$ cat src/verilog/video_pkg.sv
// source video stream geometry and pixel format
// shared by the sync front end, the decimator and the frame buffer
package video_pkg;

    // pixel format
    localparam int RGB_W    = 24;     // packed {r, g, b}, 8 bits each

    // decimation ratios
    localparam int H_DECIM  = 4;      // keep 1 of 4 pixels in a line
    localparam int V_DECIM  = 4;      // keep 1 of 4 lines in a frame

    // phase counter widths follow the ratios
    localparam int HPH_W    = $clog2(H_DECIM);
    localparam int VPH_W    = $clog2(V_DECIM);

    // active source area
    localparam int SRC_COLS = 128;    // de pixels per line
    localparam int SRC_ROWS = 72;     // active lines per frame

    // width of column / line counters
    // also wide enough for the decimated output counts
    localparam int COL_W    = 8;

endpackage

$ cat src/verilog/capture_pkg.sv
// frame buffer geometry, frame skip ratio and capture FSM encoding
package capture_pkg;

    // stored image, after decimation
    localparam int OUT_COLS  = 32;                  // kept pixels per line
    localparam int OUT_ROWS  = 18;                  // kept lines per frame

    // buffer size in words, raster order
    localparam int FB_DEPTH  = OUT_COLS * OUT_ROWS; // 576
    localparam int FB_ADDR_W = 10;

    // capture one frame, then skip F_SKIP-1 frames
    localparam int F_SKIP    = 3;
    localparam int FRM_W     = $clog2(F_SKIP);

    // capture FSM
    typedef enum logic [1:0] {
        CAP_WAIT   = 2'd0,  // no frame start seen since reset
        CAP_ACTIVE = 2'd1,  // current frame goes into the buffer
        CAP_SKIP   = 2'd2   // current frame is dropped
    } capture_state_e;

endpackage

$ cat src/verilog/pixel_decimator.sv
`timescale 1ns/1ps

// keeps 1 of H_DECIM pixels per line, 1 of V_DECIM lines per frame
// and 1 of F_SKIP frames
// kept pixels become frame buffer writes in raster order
module pixel_decimator
    import video_pkg::*;
    import capture_pkg::*;
(
    input  logic                 i_Clk,
    input  logic                 i_reset,
    input  logic                 i_de,
    input  logic [RGB_W-1:0]     i_rgb,
    input  logic                 i_line_start,
    input  logic                 i_frame_start,
    output logic                 o_wr_en,
    output logic [FB_ADDR_W-1:0] o_wr_addr,
    output logic [RGB_W-1:0]     o_wr_data,
    output logic                 o_frame_start, // kept frames only
    output logic                 o_frame_done,  // last word written
    output logic                 o_capturing
);

    capture_state_e       state;
    logic [FRM_W-1:0]     frame_cnt;    // mod F_SKIP, 0 means capture
    logic [HPH_W-1:0]     pix_phase;    // mod H_DECIM
    logic [VPH_W-1:0]     line_phase;   // mod V_DECIM
    logic [COL_W-1:0]     out_col;      // saturates at OUT_COLS
    logic [COL_W-1:0]     out_row;      // saturates at OUT_ROWS
    logic                 line_active;  // current line has phase 0
    logic [FB_ADDR_W-1:0] addr_cnt;     // next write address

    logic                 keep_frame;
    logic [FRM_W-1:0]     frame_cnt_nxt;
    logic [HPH_W-1:0]     pix_phase_nxt;
    logic [VPH_W-1:0]     line_phase_nxt;
    logic [COL_W-1:0]     out_row_nxt;
    logic                 keep_pix;
    logic                 last_word;

    always_comb begin
        keep_frame     = (frame_cnt == '0);
        frame_cnt_nxt  = (frame_cnt == FRM_W'(F_SKIP - 1)) ? '0 : frame_cnt + 1'b1;
        pix_phase_nxt  = (pix_phase == HPH_W'(H_DECIM - 1)) ? '0 : pix_phase + 1'b1;
        line_phase_nxt = (line_phase == VPH_W'(V_DECIM - 1)) ? '0 : line_phase + 1'b1;

        // a kept line that ends moves the row on, stuck at OUT_ROWS
        if (line_active && (out_row < COL_W'(OUT_ROWS)))
            out_row_nxt = out_row + 1'b1;
        else
            out_row_nxt = out_row;

        // sync pulses never carry a pixel
        keep_pix = (state == CAP_ACTIVE) && i_de
                   && !i_frame_start && !i_line_start
                   && (pix_phase == '0) && line_active
                   && (out_col < COL_W'(OUT_COLS))
                   && (out_row < COL_W'(OUT_ROWS));

        last_word = (addr_cnt == FB_ADDR_W'(FB_DEPTH - 1));
    end

    // capture FSM and counters
    always_ff @(posedge i_Clk) begin
        if (i_reset) begin
            state         <= CAP_WAIT;
            frame_cnt     <= '0;       // first frame after reset is kept
            pix_phase     <= '0;
            line_phase    <= '0;
            out_col       <= '0;
            out_row       <= '0;
            line_active   <= 1'b0;
            addr_cnt      <= '0;
            o_wr_en       <= 1'b0;
            o_frame_start <= 1'b0;
            o_frame_done  <= 1'b0;
        end else begin
            o_wr_en       <= keep_pix;
            o_frame_done  <= keep_pix && last_word;
            o_frame_start <= i_frame_start && keep_frame;

            if (i_frame_start) begin
                state     <= keep_frame ? CAP_ACTIVE : CAP_SKIP;
                frame_cnt <= frame_cnt_nxt;
                out_col   <= '0;
                out_row   <= '0;
                addr_cnt  <= '0;   // an unfinished frame is simply abandoned
                pix_phase <= '0;
                // first line_start after this lands on phase 0
                // unless hsync comes in the same cycle
                line_phase  <= i_line_start ? '0 : VPH_W'(V_DECIM - 1);
                line_active <= i_line_start;
            end else if (i_line_start) begin
                pix_phase   <= '0;
                line_phase  <= line_phase_nxt;
                line_active <= (line_phase_nxt == '0);
                out_col     <= '0;
                out_row     <= out_row_nxt;
            end else if (i_de) begin
                pix_phase <= pix_phase_nxt;  // counts de pixels only
                if (keep_pix) begin
                    out_col  <= out_col + 1'b1;
                    addr_cnt <= addr_cnt + 1'b1;
                end
            end
        end
    end

    // write payload, valid with o_wr_en
    always_ff @(posedge i_Clk) begin
        if (keep_pix) begin
            o_wr_addr <= addr_cnt;
            o_wr_data <= i_rgb;
        end
    end

    assign o_capturing = (state == CAP_ACTIVE);

endmodule

$ cat config.mk
export PLATFORM = sky130hd
export DESIGN_NAME = pixel_decimator
export DESIGN_NICKNAME = d
export VERILOG_FILES = /design/src/verilog/video_pkg.sv /design/src/verilog/capture_pkg.sv /design/src/verilog/pixel_decimator.sv
export SDC_FILE = /design/constraint.sdc
export NUM_CORES = 1
export LEC_CHECK = 0
export ABC_AREA = 1
export BUFFER_PORTS_ARGS = -buffer_cell sky130_fd_sc_hd__buf_4
export CAP_MARGIN = 20
export CORE_MARGIN = 2
export CORE_UTILIZATION = 52
export DETAILED_ROUTE_END_ITERATION = 7
export PLACE_DENSITY_LB_ADDON = 0.2
export SLEW_MARGIN = 25
export SYNTH_ARGS = -nofsm -noshare
export SYNTH_HDL_FRONTEND = slang
export SYNTH_SLANG_ARGS = --single-unit
$ cat constraint.sdc
create_clock -name i_Clk -period 2.2 [get_ports i_Clk]
set_input_delay 0.11 -clock i_Clk [delete_from_list [all_inputs] [get_ports i_Clk]]
set_output_delay 0.11 -clock i_Clk [all_outputs]
set_load 0.05 [all_outputs]
==> flow_summary.yaml <==
worst_setup_path:
  cp-end-kind: "register"
  r2r_cells: 9
  crit_path_max_incr_delay_ps: 330
  crit_fanout: 6
  worst_path_max_delay_cell: "dfxtp_1"
  reg2reg_from: "pix_phase[0]$_SDFFE_PP0P_"
  setup.worst_path.start_class: "register"
  arrival_ps: 1890
  crit_family: "simple AND/OR/NAND/NOR gates"
  cp_num_buf_inv: 1
  rrSetupSlack_ps: 540
  rr_endpoint: "out_col[0]$_SDFFE_PP0P_"
  crit_type: "reg -> reg"
  cp.required_ps: 2420
  path_cells: "inv_1 > ha_1 > nand2_1 > nor2_1 > nand2_1 > nor2_2 > nand2_1 > o21ai_0 > nor2_1"
  path_common_cell: "nand2_1"
timing:
  rsz0062_at_grt: "no"
  max_freq_ghz: 0.601
  fin_tns_setup_ps: 0
  skew_ps: 7.66
  slew_violations: 0
  worst_pin_slew_ps: 576
  slew_headroom_pct: 61.3
  min_period_over_period_pct: 75.6
  final-setup-viol-count: 0
  period_needed_ps: 1660
  hold_violations: 0
floorplanning:
  start_util_pct: 53.5
  die_y_um: 76.2
  fp.dieArea_um2: 5810
  row_count: 26
  pin_count: 67
  core_um2: 5070
  die_x_um: 76.2
routing:
  drc_errors: 0
  drt_first_pass_iters: 4
  routed_wl_um: 5670
  num_vias: 2175
  detail_route.wl_per_cell_um: 12.9
  vias_per_cell: 4.97
  ant_nets: 0
  drt-initial-drc-count: 166
clock_tree:
  clock-sinks: 71
  cts_tree: "yes"
  post_cts_buffers: 0
  cts_buffer_depth: 2
  htreeDepth: 3
  path_clk_slew_ps: 70
  insertion_delay_ps: 340
  ctsRootBufferMaster: "clkbuf_8"
  numCtsBuffers: 9
synthesis:
  synth_area_leader_cell: "edfxtp_1"
  synth_top_cell_area_share_pct: 37.6
  yosysSeqAreaShare_pct: 64.9
  synthCells: 266
  synthesis.nets: 302
  synth.area.top_cells: "edfxtp_1 (38%), dfxtp_1 (27%), nor2_1 (7.3%)"
  syn_area_um2: 2710
  avgSynthCellArea_um2: 10.2
  synth_seq_cells: 71
  ys.warnings.count: 0
  synth.distinct_cells: 25
placed_design:
  gp_congestion: 0.799
  numPortBuffers: 66
  dp_hpwl_um: 3490
  place_area_um2: 3290
min_path:
  hold-path-cell-count: 2
  hold_end: "o_frame_start$_SDFF_PP0_"
  hp-class: "in -> reg"
  min_from: "i_reset"
final_layout:
  fillers: 379
  multi_input_area_um2: 805
  nets: 400
  drive_gt1_share_pct: 23.9
  final_area_um2: 3720
  seqCellArea_um2: 1760
  diodes: 0
  area_growth_pct: 37.0
global_routing:
  grt_usage_pct: 20.7
  grt_pass1_wl_um: 9490
  grt_start_max_net_pins: 58
  grt_pass1_vias: 2081
  gr-total-overflow: 0
  antenna_found_initial: 0
power_and_ir_drop:
  power_density_nw_per_um2: 687
  ir_worst_vdd_mv: 0.414
  cellLeakagePower_uw: 0.00146
job:
  cap_violations: 0
run_status:
  run_status: "completed"
cell type report:
class                           instances  share of cell area (%)
Tap cell                               70                    2.36
Sequential cell                        71                    47.4
Clock buffer                           10                    3.70
Inverter                               28                    2.83
Timing Repair Buffer                   93                    20.7
Multi-Input combinational cell        161                    21.6
Clock inverter                          5                    1.31
metal layers:
metal  track usage [%]  vias to the layer above  share of wire (%)
met5                 0                        -                  0
met4              10.0                        0                1.9
met3              4.15                       11                4.7
met2              36.8                       69                 53
met1              23.8                     1012                 41
li1                  -                     1083                  -
cell usage in the layout, fill, tap and decap left out, types with 3 or more instances in the layout:
cell type,instances
edfxtp_1,34
buf_4,68
dlygate4sd3_1,24
clkinv_1,3
nand4_1,8
dfxtp_1,37
nor2_1,53
nand2_1,35
clkbuf_8,10
nand3_1,15
inv_1,26
a21oi_1,21
nor3_1,5
ha_1,7
o21ai_0,6
synth_stat cells (all sizes together):
cell	number
ha	7
a32o	1
nor2	55
xor2	2
a211oi	1
o21ai	7
nand2	35
buf	5
a21oi	22
edfxtp	34
nand3	17
nor3	5
nand3b	1
inv	28
clkbuf	1
dfxtp	37
nand4	8
kinds of logic after synthesis:
family	count (synthesis)	share of synthesized area (%)
AOI/OAI and AO/OA	31	6.13
xor gates and xnor gates	2	0.646
adders and majority gates	7	3.23
buffers and inverters	34	5.40
DFF	71	64.9
and+or+nand+nor	121	19.6
registers in the layout, indices dropped and copies added, names as in the netlist:
name and count:
addr_cnt 10, line_phase 2, o_wr_addr 10, line_active 1, out_col 8, frame_cnt 1
o_frame_start 1, o_wr_en 1, state 2, o_frame_done 1, o_wr_data 24, out_row 8
pix_phase 2
worst max path at each step:
stage | startpoint | to | cells after the start | slack [ps]
after floorplan | pix_phase[0]$_SDFFE_PP0P_ | o_wr_addr[0]$_DFFE_PP_ | 7 | 650
after global placement | pix_phase[0]$_SDFFE_PP0P_ | out_col[0]$_SDFFE_PP0P_ | 9 | 680
after detailed placement | pix_phase[0]$_SDFFE_PP0P_ | out_col[0]$_SDFFE_PP0P_ | 9 | 610
after CTS | pix_phase[0]$_SDFFE_PP0P_ | out_col[0]$_SDFFE_PP0P_ | 9 | 570
after global routing | addr_cnt[0]$_SDFFE_PP0P_ | addr_cnt[8]$_SDFFE_PP0P_ | 7 | 360
final | pix_phase[0]$_SDFFE_PP0P_ | out_col[0]$_SDFFE_PP0P_ | 9 | 540
what timing repair did:
item,4_1_cts,5_1_grt
hold buffers,24,0
hold endpoints to repair,24,0
endpoints found under the setup margin,0,0
gates resized for setup,0,0
through the flow:
stage          std cells  util (%)  total power (µW)  hold WS (ps)  setup WS, ps
4_1_cts              438      73.2              2540          12.2           573
3_5_place_dp         399      64.8              1550           289           609
2_1_floorplan        266         -              1490           209           647
6_report             438      73.2              2550          4.57           537
5_1_grt              438      73.2              2630          12.3           355
3_3_place_gp         399      64.8              1540           288           679
power breakdown:
part           internal [µW]  total (µW)  leakage [µW]  switching [µW]
clock network            537         999     0.0000909             462
logic                   81.6         151      0.000743            69.9
registers               1390        1400      0.000627            10.4
No activity file was read; power rests on OpenSTA's default activity.
