[config.mk]
export PLATFORM = sky130hd
export DESIGN_NAME = sync_edge_detect
export DESIGN_NICKNAME = d
export VERILOG_FILES = /design/src/verilog/video_pkg.sv /design/src/verilog/sync_edge_detect.sv
export SDC_FILE = /design/constraint.sdc
export NUM_CORES = 1
export LEC_CHECK = 0
export BUFFER_PORTS_ARGS = -buffer_cell sky130_fd_sc_hd__buf_2
export CELL_PAD_IN_SITES_DETAIL_PLACEMENT = 1
export CELL_PAD_IN_SITES_GLOBAL_PLACEMENT = 2
export CORE_MARGIN = 2
export CORE_UTILIZATION = 19
export CTS_BUF_LIST = sky130_fd_sc_hd__clkbuf_8 sky130_fd_sc_hd__clkbuf_16
export DETAILED_ROUTE_END_ITERATION = 16
export MAX_ROUTING_LAYER = met4
export PLACE_DENSITY_LB_ADDON = 0.1
export SETUP_SLACK_MARGIN = 0.1
export SLEW_MARGIN = 20
export SYNTH_ARGS = -nofsm -noshare
export SYNTH_HDL_FRONTEND = slang
export SYNTH_SLANG_ARGS = --single-unit
[constraint.sdc]
create_clock -name i_Clk -period 0.8 [get_ports i_Clk]
set_clock_uncertainty 0.05 [all_clocks]
set_input_delay 0.04 -clock i_Clk [delete_from_list [all_inputs] [get_ports i_Clk]]
set_output_delay 0.04 -clock i_Clk [all_outputs]
set_load 0.1 [all_outputs]
[src/verilog/video_pkg.sv]
// source video stream geometry and pixel format
// shared by the sync front end, the decimator and the frame buffer
package video_pkg;

    // pixel format
    localparam int RGB_W    = 24;     // packed {r, g, b}, 8 bits each

    // decimation ratios
    localparam int H_DECIM  = 4;      // keep 1 of 4 pixels in a line
    localparam int V_DECIM  = 4;      // keep 1 of 4 lines in a frame

    // phase counter widths follow the ratios
    localparam int HPH_W    = $clog2(H_DECIM);
    localparam int VPH_W    = $clog2(V_DECIM);

    // active source area
    localparam int SRC_COLS = 128;    // de pixels per line
    localparam int SRC_ROWS = 72;     // active lines per frame

    // width of column / line counters
    // also wide enough for the decimated output counts
    localparam int COL_W    = 8;

endpackage

[src/verilog/sync_edge_detect.sv]
`timescale 1ns/1ps

// input stage for the video stream
// registers de and pixel and turns the active-low syncs into
// one-cycle pulses on their assertion edge
// only block that knows about sync polarity
module sync_edge_detect
    import video_pkg::*;
(
    input  logic             i_Clk,
    input  logic             i_reset,
    input  logic             i_hsync_n,    // active low
    input  logic             i_vsync_n,    // active low
    input  logic             i_vde,
    input  logic [RGB_W-1:0] i_rgb,
    output logic             o_de,
    output logic [RGB_W-1:0] o_rgb,
    output logic             o_line_start, // hsync assertion
    output logic             o_frame_start // vsync assertion
);

    logic hsync_act;   // positive polarity syncs
    logic vsync_act;
    logic hsync_prev;  // sync level seen last edge
    logic vsync_prev;

    assign hsync_act = ~i_hsync_n;
    assign vsync_act = ~i_vsync_n;

    // control path
    always_ff @(posedge i_Clk) begin
        if (i_reset) begin
            hsync_prev    <= 1'b0;
            vsync_prev    <= 1'b0;
            o_de          <= 1'b0;
            o_line_start  <= 1'b0;
            o_frame_start <= 1'b0;
        end else begin
            hsync_prev    <= hsync_act;
            vsync_prev    <= vsync_act;
            o_de          <= i_vde;                    // same delay as pixel
            o_line_start  <= hsync_act & ~hsync_prev;  // rising edge only
            o_frame_start <= vsync_act & ~vsync_prev;
        end
    end

    // pixel payload qualified downstream by o_de
    always_ff @(posedge i_Clk) begin
        o_rgb <= i_rgb;
    end

endmodule

==> results of run 1 <==
## layout by cell type (no fill, tap or decap), drive strengths merged
cell           n
clkinv         2
inv            1
nor2           2
dlygate4sd3   27
dfxtp         29
nor3           2
buf           55
dlymetal6s4s   1
nor2b          1
clkbuf         5
## final cells by class
class | count | share of cell area (%)
Timing Repair Buffer | 83 | 53.2
Sequential cell | 29 | 37.4
Clock buffer | 5 | 3.77
Tap cell | 44 | 3.02
Multi-Input combinational cell | 5 | 1.85
Clock inverter | 3 | 0.755
## registers in the layout, indices dropped and copies added, names as in the netlist
signal,flops
hsync_prev,1
o_de,1
o_frame_start,1
o_line_start,1
o_rgb,24
vsync_prev,1
## through the flow
step / worst slack (ns) / hold slack (ns) / cell area [um^2] / power (mW) / util, %
finish: -0.0825 / 0.0750 / 1820 / 3.65 / 59.7
global route: -0.119 / 0.0831 / 1820 / 3.82 / 59.7
CTS: -0.0997 / 0.335 / 1810 / 3.71 / 59.4
detailed placement: 0.206 / 0.0937 / 1450 / 2.49 / 47.5
global placement: 0.214 / 0.0918 / 1450 / 2.48 / 47.5
floorplan: 0.206 / 0.0177 / 716 / 2.08 / -
## worst paths after layout
check / slack [ns] / from / to / depth (start not counted)
worst max register to register: 0.22 / hsync_prev$_SDFF_PP0_ / o_line_start$_SDFF_PP0_ / 1
worst max-delay path: -0.08 / o_rgb[0]$_DFF_P_ / o_rgb[0] / 1
worst min register to register: 0.34 / hsync_prev$_SDFF_PP0_ / o_line_start$_SDFF_PP0_ / 1
worst min-delay path: 0.08 / i_vsync_n / o_frame_start$_SDFF_PP0_ / 3
## power by group through the flow
stage	Clock, mW	Combinational [mW]	Sequential, mW
final	1.08	1.02	1.55
after global routing	1.22	1.05	1.56
after CTS	1.14	1.02	1.55
after detailed placement	0	0.910	1.58
after global placement	0	0.904	1.58
after floorplan	0	0.00744	2.07
## kinds of logic after synthesis
logic type	count (synthesis)	share of synthesized area, %
flip-flops	29	94.5
AND/OR/NAND/NOR	5	5.50
## metal layers
metal  GRT usage [%]  part of all wire, %  vias up
li1                -                    -      284
met1            10.8                   33      262
met2            18.9                   55       43
met3            7.46                   12        2
met4            3.73                 0.89        0
met5               -                    0        -
## repair_timing
action                     in CTS  in global routing
setup endpoints to repair      27                 29
gates resized for setup         0                  3
hold buffers                   28                  0
hold endpoints to repair       29                  0
pin swaps                       0                  1
==> qor.yml, run 1 <==
path_clk_slew_ns: 0.06
antenna_found_initial: 0
dp_cells: 133
clock-sinks: 29
htreeDepth: 2
yosysMostFrequentCell: "dfxtp_1"
grt_max_degree: 10
status: "finished, violations left"
ys_async_sr_fraction_pct: 0
p_sw_mw: 1.16
p_int_mw: 2.49
slew_headroom_pct: 92.2
die_h_um: 60.9
synth_flop_cell: "dfxtp_1"
crit_path_cell_trace: "buf_12"
synth.top_cells.by_count: "29 x dfxtp_1, 2 x nor2_1, 2 x nor3_2"
pwr-share-clk_pct: 29.7
yosysUniqueCellTypes: 4
instances_no_fill: 169
core_um2: 3050
drt-total-wl_mm: 1.80
seq_area_frac_synth_pct: 94.5
via_per_inst: 3.50
fp-row-count: 20
root_buffer: "clkbuf_8"
start_util_pct: 20.1
synthesis.nets: 63
multi_input_area_um2: 33.8
grt_overflow: 0
peakVddDrop_uv: 1190
maxSlewViolCount: 0
cp_num_buf_inv: 1
track_usage_pct: 11.4
synth_cells: 34
finalSetupViolations: 27
power_frac_comb_pct: 27.8
pin_count: 56
syn2layout_area_growth_pct: 197
fin_crit_sh_pct: 110
avgRoutedWirePerCell_um: 10.6
grt_pass1_vias: 648
synth.avg_cell_area_um2: 18.1
drt_iter0_drc: 2
start_kind: "register"
endpoint_kind: "primary output"
postCtsSetupBuffers: 0
powerDensity_nw_per_um2: 2000
num_vias: 591
cp_top_family: "flip-flops"
cp.arrival_ns: 0.79
syn-cell-area_um2: 614
worst_skew_pair.late_latency_ns: 0.27
max-clock-path-buffers: 2
yosys_warnings: 0
min_period_ns: 0.882
seq_area_um2: 682
drc: 0
p_leak_nw: 0.804
slowest_stage: "dfxtp_4"
setup_slack_ns: -0.0825
drive_above_1_share_pct: 72.8
tns_ns: -2.03
max_cap_violations: 0
synth_top_cell_by_area: "dfxtp_1"
synth_edf_count: 0
synth-seq-cells: 29
globalplace.congestion: 0.580
clock.fmax_mhz: 1130
drt-pass1-iter-count: 2
dieArea_um2: 3700
hpwl_mm: 1.32
worstMarginPinSlew_ns: 0.116
synth_top_area_share_pct: 94.5
antenna_cells: 0
p_seq_share_pct: 42.4
detail-route-antenna-nets: 0
finalHoldViolations: 0
grt_pass1_wl_mm: 2.75
cts_buffers: 5
hold_class: "primary input to register"
crit_type: "register to primary output"
rsz0062_at_grt: "true"
violations: "setup timing"
cp_max_fo: 1
p_sw_share_pct: 31.7
cts_tree: "built"
crit_required_ns: 0.71
fin_nets: 153
ys_top_cells_by_area: "dfxtp_1 95%, nor3_2 3.3%, nor2_1 1.2%"
cpPeakStageDelay_ns: 0.35
portBuffers: 55
die_w_um: 60.9
n_fill_cell: 303
Power figures use the tool's default switching activity.
==> inputs of run 2 (changes only) <==
TNS_END_PERCENT = 20   (was default)
==> run 2 against run 1 <==
Net effect:
- the run still ends with setup timing left
- non-clock buffer count unchanged
- power up 3.4%
- combinational power about the same
- sequential power up 3%
- clock power up 7%
- largest power group unchanged
- worst setup slack worse by 0.0011 ns
==> qor.yml, run 2 (synthesis gave the netlist of run 1 again) <==
dp_cells: 133  # unchanged
status: "finished, violations left"
drt_iter0_drc: 5  # +3
violations: "setup timing"
holdWs_ns: 0.108  # +0.0328 ns
hold_class: "primary input to register"
min_period_ns: 0.884  # +0.00105 ns
num_vias: 577  # -2.4%
root_buffer: "clkbuf_8"
peakVddDrop_uv: 1220  # +2.7%
htreeDepth: 2  # unchanged
drt-pass1-iter-count: 2  # unchanged
r2r_cells: 1  # unchanged
track_usage_pct: 13.0  # +1.5 points
die_h_um: 60.9  # unchanged
cpPeakStageDelay_ns: 0.35  # about the same
syn2layout_area_growth_pct: 189
drc: 0  # unchanged
hold_end: "o_frame_start$_SDFF_PP0_"
cts_buffers: 5  # unchanged
p_leak_nw: 0.810  # +0.76%
instances_no_fill: 169  # unchanged
design_area_um2: 1780  # -2.5%
antenna_cells: 0  # unchanged
fin_crit_sh_pct: 110  # +0.13 points
grt_overflow: 0  # unchanged
place_ws_ns: 0.204  # -0.00231 ns
max_cap_violations: 0  # unchanged
grt_pass1_vias: 649  # +0.15%
min-delay-start: "i_vsync_n"
rsz0062_at_grt: "true"
mostFrequentLayoutCells: "27 x buf_2, 27 x buf_12, 26 x dlygate4sd3_1, 22 x dfxtp_2, 6 x clkbuf_8"
endpoint_kind: "primary output"
n_fill_cell: 296  # -2.3%
crit_type: "register to primary output"
placed_cell_area_um2: 1400  # -3.8%
start_util_pct: 20.1  # unchanged
worst_skew_pair.late_latency_ns: 0.27  # about the same
portBuffers: 55  # unchanged
path_clk_slew_ns: 0.05  # about the same
slowest_stage: "dfxtp_2"
start_kind: "register"
maxSlewViolCount: 0  # unchanged
finalSetupViolations: 27  # unchanged
fin_nets: 153  # unchanged
postCtsSetupBuffers: 0  # unchanged
grt_max_degree: 10  # unchanged
grt_pass1_wl_mm: 3.02  # +10%
powerDensity_nw_per_um2: 2120  # +6.0%
r2r_setup_slack_ns: 0.21  # about the same
finalHoldViolations: 0  # unchanged
dieArea_um2: 3700  # unchanged
die_w_um: 60.9  # unchanged
cp.arrival_ns: 0.79  # about the same
max-clock-path-buffers: 2  # unchanged
tns_ns: -1.97  # +0.0643 ns
via_per_inst: 3.41  # -2.4%
drive_above_1_share_pct: 72.0  # -0.80 points
crit_path_cell_trace: "buf_12"
slew_headroom_pct: 92.2  # about the same
cts_tree: "built"
cp_top_family: "flip-flops"
regMostFlops: "o_rgb"
fin_total_pwr_mw: 3.77  # +3.4%
r2r_start: "hsync_prev$_SDFF_PP0_"
pin_count: 56  # unchanged
r2r-end: "o_line_start$_SDFF_PP0_"
core_um2: 3050  # unchanged
hold_depth: 3  # unchanged
drt-total-wl_mm: 2.09  # +16%
globalplace.congestion: 0.636  # +9.6%
avgRoutedWirePerCell_um: 12.4  # +16%
clock.fmax_mhz: 1130  # -0.12%
largest_reg_flops: 24  # unchanged
cp_max_fo: 1  # unchanged
worstMarginPinSlew_ns: 0.116  # +0.0000949 ns
setup_slack_ns: -0.0835  # -0.00105 ns
fp-row-count: 20  # unchanged
clock-sinks: 29  # unchanged
detail-route-antenna-nets: 0  # unchanged
antenna_found_initial: 0  # unchanged
crit_required_ns: 0.71  # about the same
fin_util_pct: 58.2  # -1.5 points
cp_num_buf_inv: 1  # unchanged
run 2: cell count changes in the layout (fill, tap and decap cells not counted):
cell	delta
clkbuf_8	+1
dfxtp_2	+22
dlygate4sd3_1	-1
inv_1	+1
dlymetal6s4s_1	+1
clkinv_2	-2
dfxtp_4	-22
run 2: repair_timing:
action / 4_1_cts / 5_1_grt
gates resized for setup: 0 / 4
pin swaps: 0 / 1
hold endpoints to repair: 29 / 0
hold buffers: 28 / 0
endpoints found under the setup margin: 27 / 30
run 2: where the power goes:
group | internal [mW] | leakage [nW] | total (mW) | switching (mW)
registers | 1.53 | 0.247 | 1.59 | 0.0621
logic | 0.417 | 0.510 | 1.02 | 0.604
clock network | 0.673 | 0.0538 | 1.16 | 0.485
total | 2.62 | 0.810 | 3.77 | 1.15
run 2: layer usage:
metal,vias to the layer above,track usage [%],part of all wire (%)
met5,-,-,0
li1,283,-,-
met3,2,6.40,7.7
met1,259,10.9,31
met4,0,6.52,0.48
met2,33,23.3,60
run 2: cell type report:
| class | count | area, um^2 | share of cell area [%] |
|---|---|---|---|
| timing repair buffer | 83 | 972 | 54.7 |
| clock buffer | 6 | 82.6 | 4.64 |
| clock inverter | 2 | 7.51 | 0.422 |
| sequential | 29 | 627 | 35.3 |
| multi-input combinational | 5 | 33.8 | 1.90 |
| tap | 44 | 55.1 | 3.10 |
run 2: worst max-delay path by stage:
stage / start / to / slack [ns] / cells after the start
after floorplan: o_rgb[11]$_DFF_P_ / o_rgb[11] / 0.08 / 0
after global placement: o_rgb[10]$_DFF_P_ / o_rgb[10] / 0.22 / 1
after detailed placement: o_rgb[4]$_DFF_P_ / o_rgb[4] / 0.20 / 1
after CTS: o_rgb[4]$_DFF_P_ / o_rgb[4] / -0.10 / 1
after global routing: o_rgb[9]$_DFF_P_ / o_rgb[9] / -0.12 / 1
final: o_rgb[5]$_DFF_P_ / o_rgb[5] / -0.08 / 1
==> inputs of run 3 (changes only) <==
BUFFER_PORTS_ARGS = default   (was -buffer_cell sky130_fd_sc_hd__buf_2)
CORE_UTILIZATION = 30   (was 19)
DONT_BUFFER_PORTS = 1   (was default)
==> run 3 against run 2 <==
Net effect:
- the flow now stops in clock tree synthesis
- synthesized cell count is the same
- synthesized area is the same
==> qor.yml, run 3 <==
status: "aborted with a tool error"
stop_stage: "clock tree synthesis"
toolErrorMsg: "[ERROR DPL-0033] detailed placement checks failed during check placement."
root_buffer: "clkbuf_8"
cts_buffers: 5  # unchanged
max-clock-path-buffers: 2  # unchanged
synth_top_cell_by_area: "dfxtp_1"
synth.top_cells.by_count: "29 x dfxtp_1, 2 x nor2_1, 2 x nor3_2"
ctsHoldBuffers: 28  # unchanged
htreeDepth: 2  # unchanged
die_w_um: 49.3  # -19%
fp-row-count: 16  # -20%
synth_cells: 34  # unchanged
synth-seq-cells: 29  # unchanged
portBuffers: 0  # -100%
start_util_pct: 31.6  # +12 points
pin_count: 56  # unchanged
yosysMostFrequentCell: "dfxtp_1"
cts_resized: 0  # unchanged
yosysUniqueCellTypes: 4  # unchanged
synth_edf_count: 0  # unchanged
postCtsSetupBuffers: 0  # unchanged
globalplace.congestion: 0.639  # +0.55%
yosys_warnings: 0  # unchanged
synth_flop_cell: "dfxtp_1"
seq_area_frac_synth_pct: 94.5  # unchanged
synth_top_area_share_pct: 94.5  # unchanged
synthesis.nets: 63  # unchanged
ys_async_sr_fraction_pct: 0  # unchanged
ys_top_cells_by_area: "dfxtp_1 95%, nor3_2 3.3%, nor2_1 1.2%"
synth.avg_cell_area_um2: 18.1  # unchanged
placed_cell_area_um2: 1130  # -19%
syn-cell-area_um2: 614  # unchanged
die_h_um: 49.3  # -19%
clock-sinks: 29  # unchanged
-- run 3: cell counts after synthesis --
No cell type changed its count.
-- run 3: logic make-up after synthesis --
group | Yosys count | share of synthesized area (%)
flops | 29 | 94.5
simple gates | 5 | 5.50
-- run 3: per-stage QoR --
stage	instances	hold slack [ns]	worst slack, ns
floorplan	34	0.0177	0.0842
global placement	83	0.0178	0.200
detailed placement	83	0.0178	0.199
==> inputs of run 4 (changes only) <==
CELL_PAD_IN_SITES_DETAIL_PLACEMENT = default   (was 1)
CELL_PAD_IN_SITES_GLOBAL_PLACEMENT = default   (was 2)
CORE_AREA = 2 2 63 65   (was default)
CORE_MARGIN = default   (was 2)
CORE_UTILIZATION = default   (was 30)
CTS_BUF_LIST = default   (was sky130_fd_sc_hd__clkbuf_8 sky130_fd_sc_hd__clkbuf_16)
DIE_AREA = 0 0 65 67   (was default)
MAX_ROUTING_LAYER = default   (was met4)
PLACE_DENSITY_LB_ADDON = 0.15   (was 0.1)
SETUP_SLACK_MARGIN = default   (was 0.1)
==> run 4 against run 3 <==
Net effect:
- the flow now finishes, with violations (setup timing)
==> qor.yml, run 4 (synthesis gave the netlist of run 1 again) <==
slowest_stage: "dfxtp_2"
crit_cells: 1
r2r_cells: 1
die_h_um: 67  # +36%
postCtsSetupBuffers: 0  # unchanged
avgRoutedWirePerCell_um: 10.2
fp-row-count: 22  # +6
portBuffers: 0  # unchanged
cts_tree: "built"
p_leak_nw: 0.670
start_kind: "register"
via_per_inst: 3.22
largest_reg_flops: 24
hold_class: "primary input to register"
clock-sinks: 29  # unchanged
grt_pass1_vias: 457
cp_max_fo: 1
peakVddDrop_uv: 777
powerDensity_nw_per_um2: 2260
track_usage_pct: 7.72
holdWs_ns: 0.263
fin_nets: 125
htreeDepth: 2  # unchanged
r2r_start: "vsync_prev$_SDFF_PP0_"
num_vias: 467
dieArea_um2: 4360
fin_crit_sh_pct: 109
fin_util_pct: 44.7
grt_overflow: 0
slew_headroom_pct: 85.7
n_fill_cell: 325
rsz0062_at_grt: "true"
mostFrequentLayoutCells: "28 x dlygate4sd3_1, 27 x dfxtp_2, 27 x buf_12, 5 x clkbuf_8"
start_util_pct: 17.0  # -15 points
drive_above_1_share_pct: 64.9
multi_input_area_um2: 33.8
setup_slack_ns: -0.0718
drt-pass1-iter-count: 2
path_clk_slew_ns: 0.06
drt-total-wl_mm: 1.48
final_common_cell: "dlygate4sd3_1"
crit_start: "o_rgb[1]$_DFF_P_"
cp_num_buf_inv: 1
root_buffer: "clkbuf_8"
endpoint_kind: "primary output"
antenna_cells: 0
cpPeakStageDelay_ns: 0.34
min-delay-start: "i_rgb[8]"
max_cap_violations: 0
violations: "setup timing"
fin_total_pwr_mw: 3.64
maxSlewViolCount: 0
cp.arrival_ns: 0.78
syn2layout_area_growth_pct: 162
grt_pass1_wl_mm: 2.31
crit_path_end: "o_rgb[1]"
drt_iter0_drc: 5
seq_area_um2: 614
worst_skew_pair.late_latency_ns: 0.27
r2r-end: "o_frame_start$_SDFF_PP0_"
max-clock-path-buffers: 2  # unchanged
crit_type: "register to primary output"
crit_required_ns: 0.71
cts_buffers: 5  # unchanged
die_w_um: 65  # +32%
core_um2: 3610
grt_max_degree: 10
finalSetupViolations: 27
crit_path_cell_trace: "buf_12"
tns_ns: -1.74
cp_top_family: "flip-flops"
pin_count: 56  # unchanged
globalplace.congestion: 0.531  # -17%
detail-route-antenna-nets: 0
drc: 0
regMostFlops: "o_rgb"
min_period_ns: 0.872
r2r_setup_slack_ns: 0.22
finalHoldViolations: 0
antenna_found_initial: 0
worstMarginPinSlew_ns: 0.213
status: "finished, violations left"
clock.fmax_mhz: 1150
## run 4: worst min path at each step
stage | to | depth (start not counted) | slack (ns)
floorplan | o_rgb[11]$_DFF_P_ | 0 | 0.02
global placement | o_rgb[13]$_DFF_P_ | 0 | 0.02
global route | o_rgb[8]$_DFF_P_ | 1 | 0.24
finish | o_rgb[8]$_DFF_P_ | 1 | 0.26
detailed placement | o_rgb[11]$_DFF_P_ | 0 | 0.02
CTS | o_rgb[2]$_DFF_P_ | 1 | 0.25
## run 4: final cells by class
| class | instances | share of cell area (%) |
|---|---|---|
| clock buffers | 6 | 4.50 |
| clock inverters | 2 | 0.621 |
| multi-input cells | 5 | 2.10 |
| flip-flops and latches | 29 | 38.1 |
| well taps | 48 | 3.73 |
| repair buffers | 55 | 50.9 |
## run 4: repair_timing
item	4_1_cts	5_1_grt
endpoints found under the setup margin	27	27
cloned	0	0
endpoints found under the hold margin	29	0
resized for setup	22	0
hold buffers	28	0
## run 4: stage by stage
| step | cells | area, um^2 | worst slack [ns] |
|---|---|---|---|
| floorplan | 34 | 621 | -0.199 |
| global placement | 109 | 1220 | 0.191 |
| detailed placement | 109 | 1220 | 0.175 |
| CTS | 145 | 1610 | -0.0947 |
| global route | 145 | 1610 | -0.111 |
| finish | 145 | 1610 | -0.0718 |
## run 4: layer usage
| layer | track usage, % | up-vias | part of all wire [%] |
|---|---|---|---|
| met2 | 11.3 | 43 | 46 |
| met3 | 4.56 | 4 | 15 |
| li1 | - | 228 | - |
| met1 | 7.84 | 192 | 36 |
| met4 | 6.38 | 0 | 2.6 |
| met5 | 0 | - | 0 |
## run 4: report_power, final
part / internal (mW) / total, mW / switching [mW]
logic: 0.367 / 0.950 / 0.583
registers: 1.54 / 1.60 / 0.0581
clock network: 0.600 / 1.09 / 0.494
